File: src/design/msx_cart_pkg.sv
package msx_cart_pkg;

    // Mapper family of a cartridge slot, loaded through the config strobe
    typedef enum logic [1:0] {
        MAPPER_NONE        = 2'd0,
        MAPPER_LINEAR      = 2'd1,
        MAPPER_GENERIC8KB  = 2'd2,
        MAPPER_GENERIC16KB = 2'd3
    } mapper_typ_t;

    // ROM size in bytes, up to 32 MB
    localparam int ROM_SIZE_W = 25;

    // Flat external memory address, 128 MB
    localparam int MEM_ADDR_W = 27;

    // Address driven toward memory when no request is made
    localparam logic [MEM_ADDR_W-1:0] MEM_ADDR_NONE = {MEM_ADDR_W{1'b1}};

    // Cartridge ROM window seen by the mappers, pages 1 and 2
    localparam logic [15:0] ROM_WIN_LO = 16'h4000;
    localparam logic [15:0] ROM_WIN_HI = 16'hBFFF;

    // Bank table entry, bit 8 marks an unmapped bank
    localparam int BANK_W = 9;
    localparam logic [BANK_W-1:0] BANK_UNMAPPED = 9'h100;

endpackage
File: src/design/cart_subsystem.sv
`timescale 1ns/10ps

module cart_subsystem #(
    parameter logic [7:0] SLOT_PORT = 8'hA8
) (
    input  logic                                cpu_bus,
    input  logic                                rst,
    input  logic [15:0]                         addr,
    input  logic [7:0]                          data,
    input  logic                                mreq,
    input  logic                                iorq,
    input  logic                                rd,
    input  logic                                wr,
    input  logic                                req,
    input  logic                                cfg_we,
    input  logic                                cfg_slot,
    input  msx_cart_pkg::mapper_typ_t           cfg_typ,
    input  logic [msx_cart_pkg::ROM_SIZE_W-1:0] cfg_rom_size,
    output logic                                mem_cs,
    output logic [msx_cart_pkg::MEM_ADDR_W-1:0] mem_addr
);

    logic                                cart_mreq;
    logic                                slot_id;
    msx_cart_pkg::mapper_typ_t           typ;
    logic [msx_cart_pkg::ROM_SIZE_W-1:0] rom_size;
    logic                                gen_cs;
    logic [msx_cart_pkg::MEM_ADDR_W-1:0] gen_addr;
    logic                                lin_cs;
    logic [msx_cart_pkg::MEM_ADDR_W-1:0] lin_addr;

    slot_select #(
        .SLOT_PORT (SLOT_PORT)
    ) i_slot_select (
        .cpu_bus   (cpu_bus),
        .rst       (rst),
        .addr      (addr),
        .data      (data),
        .iorq      (iorq),
        .wr        (wr),
        .req       (req),
        .mreq      (mreq),
        .cart_mreq (cart_mreq),
        .slot_id   (slot_id)
    );

    cart_config_regs i_cart_config_regs (
        .cpu_bus      (cpu_bus),
        .rst          (rst),
        .cfg_we       (cfg_we),
        .cfg_slot     (cfg_slot),
        .cfg_typ      (cfg_typ),
        .cfg_rom_size (cfg_rom_size),
        .slot_id      (slot_id),
        .typ          (typ),
        .rom_size     (rom_size)
    );

    mapper_generic i_mapper_generic (
        .cpu_bus   (cpu_bus),
        .rst       (rst),
        .cart_mreq (cart_mreq),
        .slot_id   (slot_id),
        .typ       (typ),
        .rom_size  (rom_size),
        .addr      (addr),
        .data      (data),
        .rd        (rd),
        .wr        (wr),
        .req       (req),
        .ram_cs    (gen_cs),
        .ram_addr  (gen_addr)
    );

    mapper_linear i_mapper_linear (
        .cart_mreq (cart_mreq),
        .typ       (typ),
        .rom_size  (rom_size),
        .addr      (addr),
        .rd        (rd),
        .ram_cs    (lin_cs),
        .ram_addr  (lin_addr)
    );

    cart_mem_port i_cart_mem_port (
        .cpu_bus  (cpu_bus),
        .rst      (rst),
        .gen_cs   (gen_cs),
        .gen_addr (gen_addr),
        .lin_cs   (lin_cs),
        .lin_addr (lin_addr),
        .mem_cs   (mem_cs),
        .mem_addr (mem_addr)
    );

endmodule

File: src/design/cart_mem_port.sv
`timescale 1ns/10ps

module cart_mem_port (
    input  logic                                cpu_bus,
    input  logic                                rst,
    input  logic                                gen_cs,
    input  logic [msx_cart_pkg::MEM_ADDR_W-1:0] gen_addr,
    input  logic                                lin_cs,
    input  logic [msx_cart_pkg::MEM_ADDR_W-1:0] lin_addr,
    output logic                                mem_cs,
    output logic [msx_cart_pkg::MEM_ADDR_W-1:0] mem_addr
);

    logic                                next_cs;
    logic [msx_cart_pkg::MEM_ADDR_W-1:0] next_addr;

    assign next_cs = gen_cs || lin_cs;

    // Pick the mapper that claims the cycle
    always_comb begin
        if (gen_cs) begin
            next_addr = gen_addr;
        end else if (lin_cs) begin
            next_addr = lin_addr;
        end else begin
            next_addr = msx_cart_pkg::MEM_ADDR_NONE;
        end
    end

    // One request per cycle toward memory
    always_ff @(posedge cpu_bus) begin
        if (rst) begin
            mem_cs   <= 1'b0;
            mem_addr <= msx_cart_pkg::MEM_ADDR_NONE;
        end else begin
            mem_cs   <= next_cs;
            mem_addr <= next_addr;
        end
    end

    // The slot type selects exactly one mapper family
    a_one_source: assert property (
        @(posedge cpu_bus) disable iff (rst)
        !(gen_cs && lin_cs)
    ) else $error("cart_mem_port: both mappers requested memory");

endmodule

File: src/design/mapper_linear.sv
`timescale 1ns/10ps

module mapper_linear (
    input  logic                                cart_mreq,
    input  msx_cart_pkg::mapper_typ_t           typ,
    input  logic [msx_cart_pkg::ROM_SIZE_W-1:0] rom_size,
    input  logic [15:0]                         addr,
    input  logic                                rd,
    output logic                                ram_cs,
    output logic [msx_cart_pkg::MEM_ADDR_W-1:0] ram_addr
);

    localparam int PAD_W = msx_cart_pkg::MEM_ADDR_W - msx_cart_pkg::ROM_SIZE_W;

    logic                                in_window;
    logic [15:0]                         win_off;
    logic [msx_cart_pkg::ROM_SIZE_W-1:0] size_mask;
    logic [msx_cart_pkg::ROM_SIZE_W-1:0] rom_off;
    logic                                lin_valid;

    assign in_window = (addr >= msx_cart_pkg::ROM_WIN_LO) && (addr <= msx_cart_pkg::ROM_WIN_HI);

    // Offset from the start of page 1
    assign win_off = addr - msx_cart_pkg::ROM_WIN_LO;

    // Mirror inside the power of two image
    assign size_mask = rom_size - 1'b1;
    assign rom_off   = {{(msx_cart_pkg::ROM_SIZE_W-16){1'b0}}, win_off} & size_mask;

    // A zero size never passes the bound check
    assign lin_valid = (typ == msx_cart_pkg::MAPPER_LINEAR) && cart_mreq && rd && in_window
                       && (rom_off < rom_size);

    assign ram_cs   = lin_valid;
    assign ram_addr = lin_valid ? {{PAD_W{1'b0}}, rom_off} : msx_cart_pkg::MEM_ADDR_NONE;

endmodule

File: src/design/mapper_generic.sv
`timescale 1ns/10ps

module mapper_generic (
    input  logic                                cpu_bus,
    input  logic                                rst,
    input  logic                                cart_mreq,
    input  logic                                slot_id,
    input  msx_cart_pkg::mapper_typ_t           typ,
    input  logic [msx_cart_pkg::ROM_SIZE_W-1:0] rom_size,
    input  logic [15:0]                         addr,
    input  logic [7:0]                          data,
    input  logic                                rd,
    input  logic                                wr,
    input  logic                                req,
    output logic                                ram_cs,
    output logic [msx_cart_pkg::MEM_ADDR_W-1:0] ram_addr
);

    // Block counter width, enough for the 8 KB block count of the largest ROM
    localparam int NB_W = msx_cart_pkg::ROM_SIZE_W - 13;
    localparam int PAD_W = msx_cart_pkg::MEM_ADDR_W - msx_cart_pkg::ROM_SIZE_W;

    logic                                is_8kb;
    logic                                is_gen;
    logic                                in_window;
    logic                                bank_we;
    logic [NB_W-1:0]                     nr_blocks;
    logic [NB_W-1:0]                     block_mask;
    logic [NB_W-1:0]                     data_ext;
    logic [NB_W-1:0]                     block_sel;
    logic [msx_cart_pkg::BANK_W-1:0]     block_entry;
    logic [msx_cart_pkg::BANK_W-1:0]     bank [0:1][0:7];
    logic [msx_cart_pkg::BANK_W-1:0]     cur_entry;
    logic [msx_cart_pkg::MEM_ADDR_W-1:0] addr_8kb;
    logic [msx_cart_pkg::MEM_ADDR_W-1:0] addr_16kb;
    logic [msx_cart_pkg::MEM_ADDR_W-1:0] addr_raw;
    logic                                ram_valid;

    assign is_8kb    = (typ == msx_cart_pkg::MAPPER_GENERIC8KB);
    assign is_gen    = is_8kb || (typ == msx_cart_pkg::MAPPER_GENERIC16KB);
    assign in_window = (addr >= msx_cart_pkg::ROM_WIN_LO) && (addr <= msx_cart_pkg::ROM_WIN_HI);
    assign bank_we   = is_gen && cart_mreq && wr && req && in_window;

    // Block count and wrap mask for the selected bank size
    assign nr_blocks  = is_8kb ? rom_size[msx_cart_pkg::ROM_SIZE_W-1:13]
                               : {1'b0, rom_size[msx_cart_pkg::ROM_SIZE_W-1:14]};
    assign block_mask = nr_blocks - 1'b1;
    assign data_ext   = {{(NB_W-8){1'b0}}, data};

    // Out of range values wrap, and are unmapped if still too large
    assign block_sel   = (data_ext < nr_blocks) ? data_ext : (data_ext & block_mask);
    assign block_entry = {(block_sel >= nr_blocks), block_sel[7:0]};

    always_ff @(posedge cpu_bus) begin
        if (rst) begin
            // Pages 1 and 2 start on blocks 0..3, the rest unmapped
            for (int s = 0; s < 2; s++) begin
                for (int i = 0; i < 8; i++) begin
                    bank[s][i] <= ((i >= 2) && (i <= 5)) ? 9'(i - 2)
                                                         : msx_cart_pkg::BANK_UNMAPPED;
                end
            end
        end else if (bank_we) begin
            if (is_8kb) begin
                bank[slot_id][addr[15:13]] <= block_entry;
            end else begin
                // 16 KB bank covers both 8 KB entries of the page
                bank[slot_id][{addr[15:14], 1'b0}] <= block_entry;
                bank[slot_id][{addr[15:14], 1'b1}] <= block_entry;
            end
        end
    end

    assign cur_entry = bank[slot_id][addr[15:13]];

    assign addr_8kb  = {6'b0, cur_entry[7:0], addr[12:0]};
    assign addr_16kb = {5'b0, cur_entry[7:0], addr[13:0]};
    assign addr_raw  = is_8kb ? addr_8kb : addr_16kb;

    // Read hits a mapped bank inside the ROM image
    assign ram_valid = is_gen && cart_mreq && rd && !cur_entry[8]
                       && (addr_raw < {{PAD_W{1'b0}}, rom_size});

    assign ram_cs   = ram_valid;
    assign ram_addr = ram_valid ? addr_raw : msx_cart_pkg::MEM_ADDR_NONE;

    // Writes only ever map entries of pages 1 and 2
    a_cs_read_window: assert property (
        @(posedge cpu_bus) disable iff (rst)
        ram_cs |-> (rd && in_window)
    ) else $error("mapper_generic: request outside a read of the ROM window");

endmodule

File: src/design/slot_select.sv
`timescale 1ns/10ps

module slot_select #(
    parameter logic [7:0] SLOT_PORT = 8'hA8
) (
    input  logic        cpu_bus,
    input  logic        rst,
    input  logic [15:0] addr,
    input  logic [7:0]  data,
    input  logic        iorq,
    input  logic        wr,
    input  logic        req,
    input  logic        mreq,
    output logic        cart_mreq,
    output logic        slot_id
);

    logic [7:0] slot_reg;
    logic [1:0] page_slot;
    logic       slot_we;

    // I/O write to the primary slot register
    assign slot_we = iorq && wr && req && (addr[7:0] == SLOT_PORT);

    always_ff @(posedge cpu_bus) begin
        if (rst) begin
            slot_reg <= 8'h00;
        end else if (slot_we) begin
            slot_reg <= data;
        end
    end

    // Two bits of slot number for each 16 KB page
    always_comb begin
        case (addr[15:14])
            2'd0:    page_slot = slot_reg[1:0];
            2'd1:    page_slot = slot_reg[3:2];
            2'd2:    page_slot = slot_reg[5:4];
            default: page_slot = slot_reg[7:6];
        endcase
    end

    // Only primary slots 1 and 2 hold cartridges
    assign cart_mreq = mreq && ((page_slot == 2'd1) || (page_slot == 2'd2));
    assign slot_id   = (page_slot == 2'd2);

endmodule

File: src/design/cart_config_regs.sv
`timescale 1ns/10ps

module cart_config_regs (
    input  logic                                cpu_bus,
    input  logic                                rst,
    input  logic                                cfg_we,
    input  logic                                cfg_slot,
    input  msx_cart_pkg::mapper_typ_t           cfg_typ,
    input  logic [msx_cart_pkg::ROM_SIZE_W-1:0] cfg_rom_size,
    input  logic                                slot_id,
    output msx_cart_pkg::mapper_typ_t           typ,
    output logic [msx_cart_pkg::ROM_SIZE_W-1:0] rom_size
);

    // One type and size pair per cartridge slot
    msx_cart_pkg::mapper_typ_t           typ_q  [0:1];
    logic [msx_cart_pkg::ROM_SIZE_W-1:0] size_q [0:1];

    always_ff @(posedge cpu_bus) begin
        if (rst) begin
            typ_q[0]  <= msx_cart_pkg::MAPPER_NONE;
            typ_q[1]  <= msx_cart_pkg::MAPPER_NONE;
            size_q[0] <= '0;
            size_q[1] <= '0;
        end else if (cfg_we) begin
            typ_q[cfg_slot]  <= cfg_typ;
            size_q[cfg_slot] <= cfg_rom_size;
        end
    end

    // Pair for the slot that the current page decodes to
    assign typ      = typ_q[slot_id];
    assign rom_size = size_q[slot_id];

    // A slot with a live mapper always carries a ROM image
    a_size_nonzero: assert property (
        @(posedge cpu_bus) disable iff (rst)
        (typ != msx_cart_pkg::MAPPER_NONE) |-> (rom_size != '0)
    ) else $error("cart_config_regs: mapper type set with zero ROM size");

endmodule

File: config.mk
export PLATFORM = sky130hd
export DESIGN_NAME = cart_subsystem
export DESIGN_NICKNAME = d
export VERILOG_FILES = /design/src/design/msx_cart_pkg.sv /design/src/design/cart_subsystem.sv /design/src/design/cart_mem_port.sv /design/src/design/mapper_linear.sv /design/src/design/mapper_generic.sv /design/src/design/slot_select.sv /design/src/design/cart_config_regs.sv
export SDC_FILE = /design/constraint.sdc
export NUM_CORES = 1
export LEC_CHECK = 0
export BUFFER_PORTS_ARGS = -buffer_cell sky130_fd_sc_hd__buf_2
export CAP_MARGIN = 20
export CELL_PAD_IN_SITES_DETAIL_PLACEMENT = 1
export CELL_PAD_IN_SITES_GLOBAL_PLACEMENT = 2
export CORE_UTILIZATION = 45
export CTS_CLUSTER_SIZE = 10
export DETAILED_ROUTE_END_ITERATION = 6
export PLACE_DENSITY = 0.84
export SYNTH_ARGS = -nofsm -noshare
export SYNTH_HDL_FRONTEND = slang
export SYNTH_HIERARCHICAL = 1
export SYNTH_SLANG_ARGS = --single-unit
File: constraint.sdc
create_clock -name cpu_bus -period 15.27 [get_ports cpu_bus]
set_input_delay 3.054 -clock cpu_bus [delete_from_list [all_inputs] [get_ports cpu_bus]]
set_output_delay 3.054 -clock cpu_bus [all_outputs]
set_load 0.02 [all_outputs]
==> impl_metrics.yaml, run 1 <==
setup_path:
  critical_path_arrival_ns: 9.63
  crit_path_max_fanout: 40
  start_kind: "primary input"
  worstSetupPathType: "primary input to flop"
  worst_setup_path_end_kind: "flop"
  required_ns: 15.70
routing:
  drt_first_iter_violations: 732
  routedWlPerCell_um: 23.4
  drt_wl_total_um: 35900
  via_per_inst: 5.80
  dr.pass1.iters: 5
  drcViolationCount: 0
  ant_nets: 0
  dr_total_vias: 8917
placed_design:
  dpl_cell_area_um2: 13600
  gpl.final_weighted_congestion: 0.858
  placement.setup.worst_slack_ns: 5.52
  dpl.hpwl_um: 25500
  port_buffers: 87
  dp_cells: 1487
final_layout:
  reg.largest.list: "i_mapper_generic/bank x144, i_cart_config_regs/size_q x50, i_cart_mem_port/mem_addr x27"
  area_overhead_of_the_layout_relative_to_synthesis_pct: 10.4
  largest_register: "i_mapper_generic/bank"
  final_design_area_no_fill_um2: 14400
  antenna_cells_inserted: 0
  final_net_count: 1241
  most_common_library_cell_in_the_layout_ignoring_fill_and_taps: "sky130_fd_sc_hd__edfxtp_1"
  layout_cells_sized_above_1: 0.242
  postLayoutCoreUtil: 0.511
  instances_no_fill: 1537
  largest_register_ff_count: 144
  layout.cells.most_common_list: "sky130_fd_sc_hd__edfxtp_1 (198), sky130_fd_sc_hd__nor2_1 (132), sky130_fd_sc_hd__buf_2 (87), sky130_fd_sc_hd__nand2_1 (64), sky130_fd_sc_hd__inv_1 (56)"
global_route:
  grt.overflow.total: 0
  grt_pass1_vias: 9426
  grt_first_pass_wirelength_um: 55900
  initial_antenna_violation_count: 2
  grt_usage: 0.253
  grt_start_max_net_pins: 61
timing:
  max-slew-margin-rel: 0.286
  worst_clock_skew_ns: 0.0114
  holdWs_ns: 0.475
  fin_crit_sh: 0.603
  rsz0062_at_grt: "no"
  timing.fmax_mhz: 109
  worst_pin_slew_ns: 1.07
  fin_tns_setup_ns: 0
  period_minus_slack_ns: 9.21
  drv_slew: 0
  final.setup.worst_slack_ns: 6.06
  timing.final.setup_violations: 0
  finalHoldViolCount: 0
synthesis:
  yosys.cell_types.count: 82
  syn-cell-area_um2: 13000
  synth_edf_count: 198
  mean_instance_size_in_the_synthesized_netlist_um2: 12.0
  yosys_register_bits: 234
  yosysSeqAreaShare: 0.512
  asyncSetResetFlopFracSynth: 0
  postSynth.topFlopCell: "sky130_fd_sc_hd__edfxtp_1"
  synth-warning-count: 6
  syn_inst: 1081
  postSynthNetCount: 1184
power:
  leakagePower_nw: 5.31
  worst_ir_drop_vdd_mv: 0.0611
  cellPowerDensity_nw_per_um2: 104
  totalPowerFinal_mw: 1.50
clock_network:
  cts_hold_repair.buffers: 0
  cts_tree: "done"
  clock_latency_ns: 0.55
  htree_levels: 1
  post-cts-setup-buffer-count: 0
  numCtsBuffers: 27
  cts_root_buf: "sky130_fd_sc_hd__clkbuf_16"
  post_cts.resized_instances: 0
  clock_tree.buffer_depth: 3
  worst_setup_hold_path_clk_slew_ns: 0.06
  cts_sinks: 234
hold_path:
  timing.hold.worst.class: "flop to flop"
die:
  row_count: 61
  top_level_ports: 88
  chipHeight_um: 172
  die_width_um: 172
  dieArea_um2: 29600
  initial_utilization: 0.463
  floorplan.core_area_um2: 28100
job:
  maxCapViolCount: 0
status:
  outcome: "finished, final reports clean"
[power breakdown]
group | leakage [nW] | switching (mW) | internal [mW] | total [mW]
Clock | 0.375 | 0.251 | 0.338 | 0.588
Sequential | 2.27 | 0.00666 | 0.716 | 0.722
Combinational | 2.67 | 0.119 | 0.0673 | 0.186
Total | 5.31 | 0.376 | 1.12 | 1.50
[Yosys cell counts, types with 3 or more instances]
library cell	n	area, um2
sky130_fd_sc_hd__buf_6	10	113
sky130_fd_sc_hd__nand3_1	15	75.1
sky130_fd_sc_hd__nor2b_1	9	56.3
sky130_fd_sc_hd__and2_1	34	213
sky130_fd_sc_hd__nand2_1	64	240
sky130_fd_sc_hd__clkbuf_1	20	75.1
sky130_fd_sc_hd__nand2b_1	32	200
sky130_fd_sc_hd__a21o_1	11	82.6
sky130_fd_sc_hd__a221oi_1	6	52.6
sky130_fd_sc_hd__a21boi_0	5	37.5
sky130_fd_sc_hd__dfxtp_1	36	721
sky130_fd_sc_hd__or2_2	23	144
sky130_fd_sc_hd__nor2_2	7	43.8
sky130_fd_sc_hd__nand3_2	5	50.1
sky130_fd_sc_hd__buf_2	20	100
sky130_fd_sc_hd__edfxtp_1	198	5950
sky130_fd_sc_hd__o2111ai_1	3	26.3
sky130_fd_sc_hd__o211ai_1	10	75.1
sky130_fd_sc_hd__a21oi_2	21	184
sky130_fd_sc_hd__nor2_1	132	495
sky130_fd_sc_hd__mux2_1	20	225
sky130_fd_sc_hd__nand3b_2	3	33.8
sky130_fd_sc_hd__ha_1	43	538
sky130_fd_sc_hd__nand3b_1	7	52.6
sky130_fd_sc_hd__a31oi_1	9	56.3
sky130_fd_sc_hd__and3_1	27	169
sky130_fd_sc_hd__nand4_1	7	43.8
sky130_fd_sc_hd__o221ai_1	5	43.8
sky130_fd_sc_hd__nor3b_2	14	175
sky130_fd_sc_hd__o21ai_1	3	15.0
sky130_fd_sc_hd__buf_1	5	18.8
sky130_fd_sc_hd__mux2_2	7	78.8
sky130_fd_sc_hd__xnor2_1	15	131
sky130_fd_sc_hd__nor3b_1	13	97.6
sky130_fd_sc_hd__mux2i_1	9	90.1
sky130_fd_sc_hd__buf_4	20	150
sky130_fd_sc_hd__mux4_2	47	1060
sky130_fd_sc_hd__nor3_1	10	50.1
sky130_fd_sc_hd__o21ai_0	16	80.1
sky130_fd_sc_hd__a21oi_1	26	130
sky130_fd_sc_hd__or3_1	4	25.0
sky130_fd_sc_hd__buf_12	3	60.1
sky130_fd_sc_hd__inv_1	56	210
[worst max-delay path, stage by stage]
cell and delay (ns):
sky130_fd_sc_hd__buf_2 0.48, sky130_fd_sc_hd__mux4_2 0.39, sky130_fd_sc_hd__inv_1 0.11, sky130_fd_sc_hd__ha_4 0.44, sky130_fd_sc_hd__buf_4 0.70, sky130_fd_sc_hd__mux4_2 0.60
sky130_fd_sc_hd__mux4_2 0.56, sky130_fd_sc_hd__nand2_1 0.10, sky130_fd_sc_hd__nand2_1 0.10, sky130_fd_sc_hd__ha_1 0.30, sky130_fd_sc_hd__nand4_1 0.11, sky130_fd_sc_hd__nor2_1 0.15
sky130_fd_sc_hd__o221ai_1 0.13, sky130_fd_sc_hd__o211ai_1 0.19, sky130_fd_sc_hd__a31o_2 0.51, sky130_fd_sc_hd__inv_1 0.46, sky130_fd_sc_hd__nor2b_2 0.71, sky130_fd_sc_hd__buf_4 0.37
sky130_fd_sc_hd__a21oi_1 0.10
[kinds of logic after synthesis]
group                    count (synthesis)  synth area share
multiplexers                            84             0.113
buffers and inverters                  135            0.0562
AO/OA/AOI/OAI                          140            0.0776
flip-flops                             234             0.512
AND/OR/NAND/NOR                        428             0.188
adder cells (fa/ha/maj)                 43            0.0414
XOR/XNOR                                17            0.0114
[routing by layer]
metal | track usage | share of wire
met1 | 0.350 | 0.45
met3 | 0.0371 | 0.059
met4 | 0.0700 | 0.022
met5 | 0 | 0.00036
met2 | 0.414 | 0.47
[final timing paths]
check | startpoint | cells past startpoint | end | slack (ns)
setup / recovery | addr[14] | 19 | i_cart_mem_port/mem_addr[26]$_SDFF_PP1_ | 6.06
setup reg to reg | i_slot_select/slot_reg[6]$_SDFFE_PP0P_ | 18 | i_cart_mem_port/mem_addr[26]$_SDFF_PP1_ | 8.68
hold reg to reg | i_slot_select/slot_reg[2]$_SDFFE_PP0P_ | 2 | i_slot_select/slot_reg[2]$_SDFFE_PP0P_ | 0.47
hold / removal | i_slot_select/slot_reg[2]$_SDFFE_PP0P_ | 2 | i_slot_select/slot_reg[2]$_SDFFE_PP0P_ | 0.47
[area by class of cell]
type	instances	area (um2)
Inverter	57	214
Multi-Input combinational cell	712	5630
Clock inverter	1	20.0
Fill cell	3038	13700
Clock buffer	49	768
Timing Repair Buffer	106	593
Tap cell	378	473
Sequential cell	234	6670
Power figures use the tool's default switching activity.
==> run 2: changes to the inputs <==
- CORE_UTILIZATION: 45 -> 42
- PLACE_DENSITY: 0.84 -> 0.79
- clock period: 15.27 -> 8.58 ns (I/O delays scaled with it)
==> run 2 against run 1 <==
  * Clock skew is 0.0082 ns higher
  * Total power is 81% higher
  * Clock power is 84% higher
  * Register-to-register slack worse by 6.0 ns
  * Clock-buffer cell count is 1 lower
  * Largest cell class unchanged
  * Largest power group unchanged
  * Highest routed layer is now met4
==> impl_metrics.yaml, run 2 (synthesis gave the netlist of run 1 again) <==
setup_path:
  worst_reg2reg_path_depth: 21
  worstSetupPathType: "primary input to flop"
  crit_path_max_fanout: 23
  start_kind: "primary input"
  worst_setup_path_end_kind: "flop"
  critical_path_arrival_ns: 7.46
  path_common_cell: "sky130_fd_sc_hd__o21ai_0"
  worstPathCellList: "buf_2 > mux4_2 > inv_1 > ha_4 > mux2_2 > and2b_4 > buf_4 > a21oi_1 > ha_1 > o211ai_1 > o21ai_0 > nor2_1 > o21ai_0 > inv_1 > ha_1 > a21o_1 > o211ai_1 > o21ai_0 > o311ai_1 > o41a_1 > buf_4 > nor2_2"
  cell_with_the_largest_stage_delay_on_the_worst_path: "sky130_fd_sc_hd__nor2_1"
  crit_path_max_delay_family: "compound AO/OA/AOI/OAI gates"
  timing.critical_path.slowest_cell_delay_ns: 0.55
  worstPathBufferInverterCount: 5
  cp_num_cells: 22
  required_ns: 8.85
hold_path:
  timing.hold.worst.class: "flop to flop"
  hold-path-cell-count: 2
routing:
  dr_total_vias: 8949
  drt_wl_total_um: 37300
  routedWlPerCell_um: 23.8
  ant_nets: 0
  drcViolationCount: 0
  dr.pass1.iters: 5
  via_per_inst: 5.71
  drt_first_iter_violations: 747
timing:
  fin_tns_setup_ns: 0
  timing.final.setup_violations: 0
  drv_slew: 0
  timing.fmax_mhz: 139
  worst_pin_slew_ns: 1.08
  rsz0062_at_grt: "no"
  fin_crit_sh: 0.838
  worst_clock_skew_ns: 0.0196
  period_minus_slack_ns: 7.19
  max-slew-margin-rel: 0.276
  finalHoldViolCount: 0
die:
  initial_utilization: 0.426
  die_width_um: 178
  row_count: 64
  floorplan.core_area_um2: 30500
  top_level_ports: 88
  dieArea_um2: 31700
  chipHeight_um: 178
final_layout:
  layout_cells_sized_above_1: 0.252
  final_net_count: 1253
  area_overhead_of_the_layout_relative_to_synthesis_pct: 11.6
  layout.cells.most_common_list: "sky130_fd_sc_hd__edfxtp_1 (198), sky130_fd_sc_hd__nor2_1 (132), sky130_fd_sc_hd__buf_2 (86), sky130_fd_sc_hd__nand2_1 (64), sky130_fd_sc_hd__inv_1 (56)"
  most_common_library_cell_in_the_layout_ignoring_fill_and_taps: "sky130_fd_sc_hd__edfxtp_1"
  antenna_cells_inserted: 0
  fill_count: 3233
  largest_register_ff_count: 144
  final_design_area_no_fill_um2: 14500
  reg.largest.list: "i_mapper_generic/bank x144, i_cart_config_regs/size_q x50, i_cart_mem_port/mem_addr x27"
  largest_register: "i_mapper_generic/bank"
power:
  worst_ir_drop_vdd_mv: 0.168
  cellPowerDensity_nw_per_um2: 187
  leakagePower_nw: 5.39
  combinationalPowerShare: 0.126
  net-switching-power_mw: 0.687
  power.share.clock: 0.400
  power.sequential.fraction: 0.474
  internal_power_mw: 2.02
  fraction_of_power_spent_switching_nets: 0.253
clock_network:
  htree_levels: 1
  numCtsBuffers: 28
  cts_root_buf: "sky130_fd_sc_hd__clkbuf_16"
  cts_hold_repair.buffers: 0
  worst_setup_hold_path_clk_slew_ns: 0.05
  post-cts-setup-buffer-count: 0
  post_cts.resized_instances: 0
  clock_tree.buffer_depth: 3
  cts_sinks: 234
  cts_tree: "done"
  clock_latency_ns: 0.56
status:
  outcome: "finished, final reports clean"
placed_design:
  dpl_cell_area_um2: 13700
  dpl.hpwl_um: 25900
  gpl.final_weighted_congestion: 0.803
  port_buffers: 87
global_route:
  grt_first_pass_wirelength_um: 56600
  initial_antenna_violation_count: 2
  grt_start_max_net_pins: 84
  grt_usage: 0.241
  grt_pass1_vias: 9414
  grt.overflow.total: 0
job:
  maxCapViolCount: 0
## run 2: worst paths after layout
kind,from,endpoint,slack [ns]
hold / removal,i_slot_select/slot_reg[1]$_SDFFE_PP0P_,i_slot_select/slot_reg[1]$_SDFFE_PP0P_,0.47
hold reg to reg,i_slot_select/slot_reg[1]$_SDFFE_PP0P_,i_slot_select/slot_reg[1]$_SDFFE_PP0P_,0.47
setup / recovery,addr[14],i_mapper_generic/bank[1][26]$_DFFE_PP_,1.39
setup reg to reg,i_slot_select/slot_reg[6]$_SDFFE_PP0P_,i_mapper_generic/bank[1][26]$_DFFE_PP_,2.70
## run 2: metrics by stage
stage	hold WS [ns]	power, mW	utilization	std cells	setup slack (ns)
floorplan	0.445	1.52	-	1081	1.80
global placement	0.463	1.64	0.448	1515	1.09
detailed placement	0.469	1.65	0.448	1516	0.917
CTS	0.479	2.74	0.476	1567	1.47
global route	0.498	2.81	0.476	1567	1.06
finish	0.473	2.71	0.476	1567	1.39
## run 2: worst register-to-register path, delay by kind of cell, from the launching register on
kind / cells / cell delay (ns)
compound gates: 9 / 1.92
mux: 2 / 0.94
fa+ha+maj: 3 / 0.94
simple gates: 3 / 0.88
buf+inv: 4 / 0.63
flops: 1 / 0.31
## run 2: power by group through the flow
stage / Combinational (mW) / Sequential (mW) / Clock (mW)
floorplan: 0.221 / 1.30 / 0
global placement: 0.331 / 1.31 / 0
detailed placement: 0.339 / 1.31 / 0
CTS: 0.341 / 1.29 / 1.11
global route: 0.370 / 1.29 / 1.15
finish: 0.341 / 1.29 / 1.08
## run 2: metal layers
| metal | GRT usage | vias to the layer above | wire, um | share of wire |
|---|---|---|---|---|
| met4 | 0.0577 | 0 | 728 | 0.020 |
| met1 | 0.317 | 4543 | 16000 | 0.43 |
| li1 | - | 4079 | - | - |
| met3 | 0.0318 | 67 | 1960 | 0.053 |
| met2 | 0.419 | 260 | 18600 | 0.50 |
| met5 | 0 | - | 0 | 0 |
## run 2: final cells by class
type                    count  area (um2)  area share
well taps                 396         495      0.0341
flip-flops and latches    234        6670       0.459
inverters                  57         214      0.0147
clock buffers              48         796      0.0548
clock inverters             3        42.5     0.00293
multi-input cells         712        5630       0.388
repair buffers            117         679      0.0468
==> run 3: changes to the inputs <==
- clock period: 8.58 -> 7 ns (I/O delays scaled with it)
==> run 3 against run 2 <==
  * Core utilization grew 0.32 points
  * First-iteration DRC count is 18% lower
  * Highest routed layer unchanged
  * Register-to-register slack worse by 1.1 ns
  * Wire length fell by 2.1%
  * Sequential power is 22% higher
  * Setup slack worse by 0.54 ns
  * Cell count up 0.70%
==> impl_metrics.yaml, run 3 (synthesis gave the netlist of run 1 again) <==
final_layout:
  reg.largest.list: "i_mapper_generic/bank x144, i_cart_config_regs/size_q x50, i_cart_mem_port/mem_addr x27"
  ff_latch_area_um2: 6670
  largest_register_ff_count: 144
  most_common_library_cell_in_the_layout_ignoring_fill_and_taps: "sky130_fd_sc_hd__edfxtp_1"
  area_overhead_of_the_layout_relative_to_synthesis_pct: 12.4
  multi_input_area_um2: 5630
  final_net_count: 1266
  layout.cells.most_common_list: "sky130_fd_sc_hd__edfxtp_1 (198), sky130_fd_sc_hd__nor2_1 (132), sky130_fd_sc_hd__buf_2 (86), sky130_fd_sc_hd__nand2_1 (64), sky130_fd_sc_hd__inv_1 (56)"
  largest_register: "i_mapper_generic/bank"
  postLayoutCoreUtil: 0.479
  layout_cells_sized_above_1: 0.260
  fill_count: 3221
setup_path:
  path_common_cell: "sky130_fd_sc_hd__o21ai_0"
  critical_path.startpoint: "addr[15]"
  required_ns: 7.26
  cell_with_the_largest_stage_delay_on_the_worst_path: "sky130_fd_sc_hd__mux4_2"
  worstSetupPathType: "primary input to flop"
  critical_path_arrival_ns: 6.40
  start_kind: "primary input"
  worst_setup_path_end_kind: "flop"
  timing.critical_path.slowest_cell_delay_ns: 0.51
  r2r-start: "i_slot_select/slot_reg[6]$_SDFFE_PP0P_"
  worstPathCellList: "buf_2 > mux4_2 > inv_1 > ha_4 > buf_12 > mux2_1 > a21oi_1 > ha_1 > o211ai_1 > o21ai_0 > nor2_1 > o21ai_0 > inv_1 > ha_1 > a21o_1 > o211ai_1 > o21ai_0 > o311ai_1 > o41a_1 > buf_4 > nand2_1"
  crit_path_max_fanout: 45
timing:
  worst_clock_skew_ns: 0.0211
  fin_tns_setup_ns: 0
  fin_crit_sh: 0.878
  rsz0062_at_grt: "no"
  drv_slew: 0
  worst_pin_slew_ns: 1.06
  period_minus_slack_ns: 6.15
  timing.fmax_mhz: 163
  timing.final.setup_violations: 0
  finalHoldViolCount: 0
  max-slew-margin-rel: 0.294
clock_network:
  cts_tree: "done"
  numCtsBuffers: 28
  post-cts-setup-buffer-count: 0
  cts_sinks: 234
  cts_hold_repair.buffers: 0
  clock_latency_ns: 0.56
  cts_root_buf: "sky130_fd_sc_hd__clkbuf_16"
  htree_levels: 1
  worst_setup_hold_path_clk_slew_ns: 0.05
  post_cts.resized_instances: 0
  clock_tree.buffer_depth: 3
global_route:
  grt_first_pass_wirelength_um: 56700
  grt_start_max_net_pins: 85
  grt_usage: 0.238
  grt_pass1_vias: 9467
  initial_antenna_violation_count: 2
  grt.overflow.total: 0
routing:
  dr_total_vias: 8943
  dr.pass1.iters: 4
  drt_first_iter_violations: 611
  drcViolationCount: 0
  routedWlPerCell_um: 23.2
  drt_wl_total_um: 36500
  via_per_inst: 5.67
  ant_nets: 0
power:
  fraction_of_power_spent_switching_nets: 0.252
  cellPowerDensity_nw_per_um2: 229
  power.share.clock: 0.403
  net-switching-power_mw: 0.843
  worst_ir_drop_vdd_mv: 0.163
  leakagePower_nw: 5.46
  power.sequential.fraction: 0.470
  internal_power_mw: 2.50
  combinationalPowerShare: 0.126
die:
  top_level_ports: 88
  floorplan.core_area_um2: 30500
  row_count: 64
  die_width_um: 178
  chipHeight_um: 178
  initial_utilization: 0.426
  dieArea_um2: 31700
hold_path:
  worst_hold_startpoint: "i_slot_select/slot_reg[3]$_SDFFE_PP0P_"
  timing.hold.worst.class: "flop to flop"
placed_design:
  gpl.final_weighted_congestion: 0.865
  dpl.hpwl_um: 26200
  port_buffers: 87
status:
  outcome: "finished, final reports clean"
job:
  maxCapViolCount: 0
## run 3: per-layer routing
layer | up-vias | routed length [um] | global-route usage
met5 | - | 0 | 0
met4 | 0 | 700 | 0.0527
met3 | 43 | 1840 | 0.0315
met2 | 238 | 17900 | 0.411
met1 | 4563 | 16100 | 0.319
li1 | 4099 | - | -
## run 3: final timing paths
check / endpoint / slack (ns) / depth (start not counted)
worst min register to register: i_slot_select/slot_reg[3]$_SDFFE_PP0P_ / 0.48 / 2
worst min-delay path: i_slot_select/slot_reg[3]$_SDFFE_PP0P_ / 0.48 / 2
worst max register to register: i_mapper_generic/bank[1][8]$_DFFE_PP_ / 1.63 / 20
worst max-delay path: i_mapper_generic/bank[1][8]$_DFFE_PP_ / 0.85 / 21
## run 3: stage by stage
| step | total power, mW | hold slack, ns | setup WS [ns] | std cells | area (um2) |
|---|---|---|---|---|---|
| floorplan | 1.87 | 0.445 | 0.536 | 1081 | 13000 |
| global placement | 2.01 | 0.463 | 0.403 | 1528 | 13800 |
| detailed placement | 2.02 | 0.472 | 0.284 | 1528 | 13800 |
| CTS | 3.38 | 0.484 | 0.852 | 1576 | 14600 |
| global route | 3.48 | 0.506 | 0.464 | 1577 | 14600 |
| finish | 3.35 | 0.482 | 0.851 | 1578 | 14600 |
## run 3: critical path: cells and delay by family
| family | cells | cell delay (ns) |
|---|---|---|
| AO/OA/AOI/OAI | 9 | 1.79 |
| buffers and inverters | 5 | 0.94 |
| multiplexers | 2 | 1.00 |
| AND/OR/NAND/NOR | 2 | 0.43 |
| adder cells (fa/ha/maj) | 3 | 0.84 |
## run 3: power groups by stage
stage               Clock, mW  Combinational (mW)  Sequential, mW
finish                   1.35               0.422            1.57
global route             1.43               0.464            1.58
CTS                      1.38               0.423            1.57
detailed placement          0               0.420            1.60
global placement            0               0.412            1.60
floorplan                   0               0.271            1.60
## run 3: cell type report
type                            instances  share of cell area
Sequential cell                       234               0.456
Multi-Input combinational cell        712               0.385
Timing Repair Buffer                  130              0.0529
Clock buffer                           43              0.0525
Tap cell                              396              0.0339
Inverter                               57              0.0146
Clock inverter                          5             0.00496
Antenna cell                            1            0.000171
